<file path="config.mk">
export PLATFORM = sky130hd
export DESIGN_NAME = read_return
export DESIGN_NICKNAME = d
export VERILOG_FILES = /design/src/source/dram_pkg.sv /design/src/source/read_return.sv
export SDC_FILE = /design/constraint.sdc
export NUM_CORES = 1
export LEC_CHECK = 0
export BUFFER_PORTS_ARGS = -buffer_cell sky130_fd_sc_hd__buf_2
export CORE_UTILIZATION = 45
export DETAILED_ROUTE_END_ITERATION = 12
export MAX_ROUTING_LAYER = met4
export PLACE_DENSITY = 0.62
export RECOVER_POWER = 50
export SKIP_LAST_GASP = 1
export SYNTH_ARGS = -nofsm -noshare
export SYNTH_HDL_FRONTEND = slang
export SYNTH_SLANG_ARGS = --single-unit
</file>
<file path="constraint.sdc">
create_clock -name itf -period 21.1 [get_ports itf]
set_clock_uncertainty 0.05 [all_clocks]
set_input_delay 2.11 -clock itf [delete_from_list [all_inputs] [get_ports itf]]
set_output_delay 2.11 -clock itf [all_outputs]
set_load 0.005 [all_outputs]
</file>
<file path="src/source/dram_pkg.sv">
// geometry, timing cycle counts and shared types of the sdram model; imported by every block
`default_nettype none

package dram_pkg;

    localparam int bank_w      = 2;
    localparam int row_w       = 3;
    localparam int col_w       = 2;
    localparam int bus_w       = 32;
    localparam int burst_len   = 4;
    localparam int num_banks   = 4;
    localparam int queue_depth = 8;
    localparam int ret_depth   = 8;
    localparam int line_w      = bus_w * burst_len;
    localparam int offset_w    = 4;
    localparam int addr_w      = row_w + bank_w + col_w + offset_w;

    // timings in clock cycles
    localparam int t_cl  = 3;
    localparam int t_rcd = 3;
    localparam int t_rp  = 3;
    localparam int t_ras = 6;
    localparam int t_rc  = 9;
    localparam int t_rrd = 2;
    localparam int t_wr  = 2;

    typedef logic [addr_w-1:0]          addr_t;
    typedef logic [addr_w-offset_w-1:0] line_addr_t;
    typedef logic [bank_w-1:0]          bank_t;
    typedef logic [row_w-1:0]           row_t;
    typedef logic [bus_w-1:0]           beat_t;
    typedef logic [line_w-1:0]          line_t;
    typedef logic [2:0]                 qidx_t;
    typedef logic [3:0]                 tcount_t;

    typedef enum logic [1:0] {
        bank_idle,
        bank_pre,
        bank_act,
        bank_col
    } bank_state_t;

    // field order from bit 0: offset, column, bank, row
    function automatic bank_t get_bank(addr_t a);
        return a[offset_w + col_w +: bank_w];
    endfunction

    function automatic row_t get_row(addr_t a);
        return a[offset_w + col_w + bank_w +: row_w];
    endfunction

    function automatic line_addr_t get_line(addr_t a);
        return a[addr_w-1:offset_w];
    endfunction

endpackage

`default_nettype wire

</file>
<file path="src/source/read_return.sv">
// return queue for finished reads, sent out as four beats tagged with the line address
`timescale 1ns/1ps
`default_nettype none

module read_return (
    input  logic                            itf,
    input  logic                            reset,
    input  logic [dram_pkg::num_banks-1:0]  done_read,
    input  dram_pkg::addr_t                 done_addr [dram_pkg::num_banks],
    input  dram_pkg::line_t                 capture [dram_pkg::num_banks],
    output logic [dram_pkg::num_banks-1:0]  room,
    output logic                            rvalid,
    output dram_pkg::addr_t                 raddr,
    output dram_pkg::beat_t                 rdata
);
    import dram_pkg::*;

    addr_t                      q_addr [ret_depth];
    line_t                      q_line [ret_depth];
    qidx_t                      head;
    qidx_t                      tail;
    logic [$clog2(ret_depth):0] count;
    logic [1:0]                 beat;
    logic                       push;
    logic                       pop;
    bank_t                      sel;

    always_comb begin
        push = 1'b0;
        sel  = '0;
        for (int b = num_banks - 1; b >= 0; b--) begin
            if (done_read[b]) begin
                push = count < ret_depth;
                sel  = bank_t'(b);
            end
        end
        for (int b = 0; b < num_banks; b++) begin
            room[b] = push && sel == bank_t'(b);   // only the accepted bank moves on
        end
    end

    assign rvalid = count != '0;
    assign pop    = rvalid && beat == 2'(burst_len - 1);
    assign raddr  = q_addr[head];
    assign rdata  = q_line[head][beat*bus_w +: bus_w];

    always_ff @(posedge itf) begin
        if (reset) begin
            head  <= '0;
            tail  <= '0;
            count <= '0;
            beat  <= '0;
        end else begin
            if (push) tail <= tail + 1'b1;
            if (pop)  head <= head + 1'b1;
            if (rvalid) beat <= beat + 2'd1;
            count <= count + push - pop;
        end
    end

    always_ff @(posedge itf) begin
        if (push) begin
            q_addr[tail] <= done_addr[sel];
            q_line[tail] <= capture[sel];
        end
    end

endmodule

`default_nettype wire

</file>
* Yosys cells after proc, flatten, opt, wreduce, memory -nomap -nowiden
Memory sizes are Yosys's and may differ from the RTL's. A register that Yosys moved wholly into a read port is not among the register bits. Cells that the tools add are included.
Word-level totals: register bits after elaboration 12, memory bits (writable) 1112, input port bits 562, output and inout bits 48, logic and storage cells 46, memories kept 2
Memories:
- q_line | depth 8, bits a word 128, read ports 1, clocked after memory_dff 1, wr ports 1, line read_return.sv:19 | line_t q_line [ret_depth];
- q_addr | depth 8, bits a word 11, read ports 1, clocked after memory_dff 1, wr ports 1, line read_return.sv:18 | addr_t q_addr [ret_depth];
Cells by class: add/sub/neg operators 5, order comparisons 2, equality and inequality tests 4, shifts and indexed selects 1, multiplexer cells 20, bitwise operators 1, reduce and logical (&&, ||, !) cells 7
Operators with widths (number):
- $bmux W128 S2 | 1
- $mux W128 | 2
- $shiftx A128 B8 Y32 | 1
- $bmux W11 S2 | 1
- $mux W11 | 2
- $mux W3 | 4
- $mux W2 | 4
- $add A3 B1 Y3 const B | 2
- $eq A2 B2 Y1 const B | 3
- $mux W1 | 6
- $logic_and A1 B1 Y1 | 5
- $add A4 B1 Y4 | 1
- $lt A4 B4 Y1 const B | 1
- $reduce_bool A4 Y1 | 1
- $sub A4 B1 Y4 | 1
- $ge A3 B3 Y1 const B | 1
- $not A2 Y3 | 1
- $add A2 B1 Y2 const B | 1
- $eq A2 B1 Y1 const B | 1
- $logic_not A2 Y1 | 1

* Depth between registers and ports, before layout
depth after elaboration 8, mapped depth 11, mapped depth without buffers 11

* Least setup slack after synthesis
Ideal clock, no wire load.
path kind in2reg, from in done_read[3] in the netlist's numbering, to mem q_addr[1][0] in the netlist's numbering, enable pin, setup time 1.027 ns, arrival time 16.825 ns, data required time 20.023 ns, slack 3.198 ns, stages 4, buffers on the path 0, cells stage by stage nor2_1 a21oi_1 inv_1 nor4b_1
On the way: longest elaborated chain between the ends 6
RTL lines:
- from (decl) | line read_return.sv:8 | input logic [dram_pkg::num_banks-1:0] done_read,
- $mux W1 (4 in a row) | line read_return.sv:32 | if (done_read[b]) begin
- $mux W1 | line read_return.sv:62 | if (push) begin
- $mux W1 (not written as such) | line read_return.sv:63 | q_addr[tail] <= done_addr[sel];
- to (decl) | line read_return.sv:18
No other way between the ends.

* Final worst setup path
from in done_read[0] in the netlist's numbering, to mem q_line[0][45] in the netlist's numbering, enable pin
On the way: longest elaborated chain between the ends 3
RTL lines:
- $mux W1 | line read_return.sv:32
- $mux W1 | line read_return.sv:62
- $mux W1 (not written as such) | line read_return.sv:64 | q_line[tail] <= capture[sel];
- to (decl) | line read_return.sv:19
No other way between the ends.

==> impl_metrics.csv <==
group,metric,value,unit
outcome,status,"complete, but fails checks",
outcome,violations,"capacitance limit, slew limit",
clock_tree,ctsResizeCount,0,
placed_design,place.detailed.hpwl,68600,um
placed_design,gp_congestion,0.781,
logic_synthesis,yosys.cell_count.top_type,"edfxtp_1",
drt,firstDrtPassIters,9,
clock_tree,clockBufferDepth,3,
final_layout,multi_input_area,11700,um^2
clock_tree,cts_max_level,3,
logic_synthesis,syn-cell-area,46600,um^2
grt,grt_pass1_vias,26600,
timing,rsz0062_at_grt,"false",
job,drv_cap,13,
timing,setup_viol_count_final,0,
clock_tree,ctsHoldBuffers,0,
grt,grt_usage,22.5,%
clock_tree,clk_pin_slew,0.06,ns
power_and_ir_drop,vdd_drop_max,0.000132,V
critical_path,worstPathMaxFanout,111,
final_layout,drive_gt1_share,23.4,%
power_and_ir_drop,p_per_area,112,nW/um^2
final_layout,fin_area,53900,um^2
grt,antenna_found_initial,3,
floorplanning,core_area,102000,um^2
grt,grt_max_degree,112,
floorplanning,ios,610,
logic_synthesis,ys_types,37,
logic_synthesis,synth_area_leaders,"edfxtp_1 72%, mux2i_1 11%, nand2_1 3.1%",
logic_synthesis,ys_seq_area_share,72.3,%
critical_path,rrSetupSlack,12.97,ns
power_and_ir_drop,p_int,4.34,mW
final_layout,num-fill-cells,8489,
logic_synthesis,synth_top_area_share,71.7,%
logic_synthesis,ys.flop_type,"edfxtp_1",
timing,worst_slew_pin_slew,8.56,ns
timing,fmax,0.104,GHz
power_and_ir_drop,power_frac_comb,19.0,%
clock_tree,post_cts_buffers,0,
timing,drv_slew,641,
critical_path,cp.arrival,9.60,ns
clock_tree,cts_tree,"done",
clock_tree,cts_buffers,113,
drt,first_iter_violations,2601,
logic_synthesis,syn_inst,2876,
timing,fin_crit,9.60,ns
floorplanning,initial_core_util,45.6,%
logic_synthesis,synth_edf_count,1112,
floorplanning,fp.dieH,324,um
placed_design,postPlaceCellArea,50600,um^2
logic_synthesis,synth_commonest_cells,"1112 x edfxtp_1, 513 x mux2i_1, 383 x nand2_1",
floorplanning,dieArea,105000,um^2
drt,wl,117000,um
clock_tree,cts.sinks,1127,
drt,vias_per_cell,5.60,
logic_synthesis,ys_async_sr_fraction,0,%
logic_synthesis,synth_warnings,0,
timing,setup_tns,0,ns
timing,hold_violations,0,
final_layout,area_growth,15.7,%
critical_path,setup.worst_path.class,"primary input to register",
power_and_ir_drop,p_total,6.03,mW
floorplanning,dieWidth,324,um
clock_tree,clockRootBuffer,"clkbuf_16",
timing,period_share,45.5,%
worst_hold_path,min_path_type,"register to register",
logic_synthesis,synth_top_cell_by_area,"edfxtp_1",
critical_path,required,21.09,ns
drt,routed-via-count,27500,
drt,final_antenna_net_count,0,
placed_design,io_buffer_count,609,
logic_synthesis,synth_fp_nets,3447,
floorplanning,fp-row-count,117,
power_and_ir_drop,p_clk_share,30.6,%
final_layout,regArea,33700,um^2
grt,grt_overflow_total,0,
timing,fin_ws,11.50,ns
power_and_ir_drop,swShare,28.0,%
critical_path,end_kind,"register",
logic_synthesis,postSynthAreaPerCell,16.2,um^2
timing,slew_headroom,-471,%
drt,drcViolationCount,0,
grt,grt_pass1_wl,168000,um
placed_design,place_worst_setup_slack,13.36,ns
drt,wl_per_cell,23.8,um
logic_synthesis,ys_ff_latch,1127,
clock_tree,clk_latency,0.70,ns
power_and_ir_drop,p_seq_share,50.4,%
critical_path,startpoint_type,"primary input",
power_and_ir_drop,switching_power,1.69,mW
power_and_ir_drop,leakage,17.8,nW
final_layout,final_nets,4025,
==> critical path: stages <==
cell and delay (ns):
clkbuf_1 0.26, nor2_1 0.12, a21oi_1 0.40, inv_1 0.24
nor4_1 0.38, clkbuf_1 5.97
==> cell usage in the layout (no fill, tap or decap), drive strengths merged, types with 5 or more instances in the layout <==
cell    synthesis  final
a21oi         100    100
a222oi        139    139
a22o           64     64
a22oi          96     96
a31oi          32     32
buf           154    646
clkbuf         43    159
clkinv          0     46
dfxtp          15     15
diode           0      6
edfxtp       1112   1112
ha              8      8
inv             8     11
mux2           11     11
mux2i         513    513
mux4           22     22
nand2         383    383
nand3          96     96
nor2           14     14
nor2b           5      5
nor3           36     36
==> area by class of cell <==
cell class | instances | share of cell area [%]
Clock inverter | 54 | 0.801
Inverter | 8 | 0.0557
Antenna cell | 6 | 0.0279
Clock buffer | 145 | 5.47
Sequential cell | 1127 | 62.5
Tap cell | 1368 | 3.18
Timing Repair Buffer | 660 | 6.30
Multi-Input combinational cell | 1544 | 21.6
==> flip-flops by register name, summed over array words and instances, names as in the netlist, named ones only <==
register / count
beat: 2
count: 4
head: 3
q_addr: 88
tail: 3
q_line: 1024
==> through the flow <==
| step | cells | util, % | hold slack (ns) |
|---|---|---|---|
| floorplan | 2876 | - | 0.420 |
| global placement | 4707 | 49.5 | 0.464 |
| detailed placement | 4707 | 49.5 | 0.470 |
| CTS | 4906 | 52.8 | 0.490 |
| global route | 4907 | 52.7 | 0.517 |
| finish | 4912 | 52.7 | 0.487 |
==> power by group through the flow <==
stage / clock (mW) / combinational, mW / sequential, mW
global route: 1.96 / 1.24 / 3.07
finish: 1.85 / 1.14 / 3.03
floorplan: 0 / 0.617 / 3.16
global placement: 0 / 1.17 / 3.01
CTS: 1.88 / 1.18 / 2.98
detailed placement: 0 / 1.17 / 3.02
==> layer usage <==
metal	vias to the layer above	track usage [%]	routed length, um
met5	-	-	0
met4	0	5.22	2260
met3	145	3.28	6390
met2	889	35.5	55400
met1	13800	30.9	52900
li1	12700	-	-
==> logic make-up (layout without fill, tap and decap cells) <==
kind of cell,count (synthesis),count (layout),share of synthesized area [%]
xor+xnor,7,7,0.132
other cells,0,6,0
compound gates,433,433,7.27
mux,546,546,12.4
buf+inv,205,867,2.75
simple gates,549,549,4.91
flops,1127,1127,72.3
fa+ha+maj,9,9,0.258
==> worst paths after layout <==
| check | startpoint | endpoint | cells after the start |
|---|---|---|---|
| min reg2reg | head[1] | register | 2 |
| max | done_read[0] | q_line[0][45] | 6 |
| min | head[1] | register | 2 |
| max reg2reg | count[3] | q_line[0][45] | 4 |
Note: power is estimated with default switching activity, not from simulation.
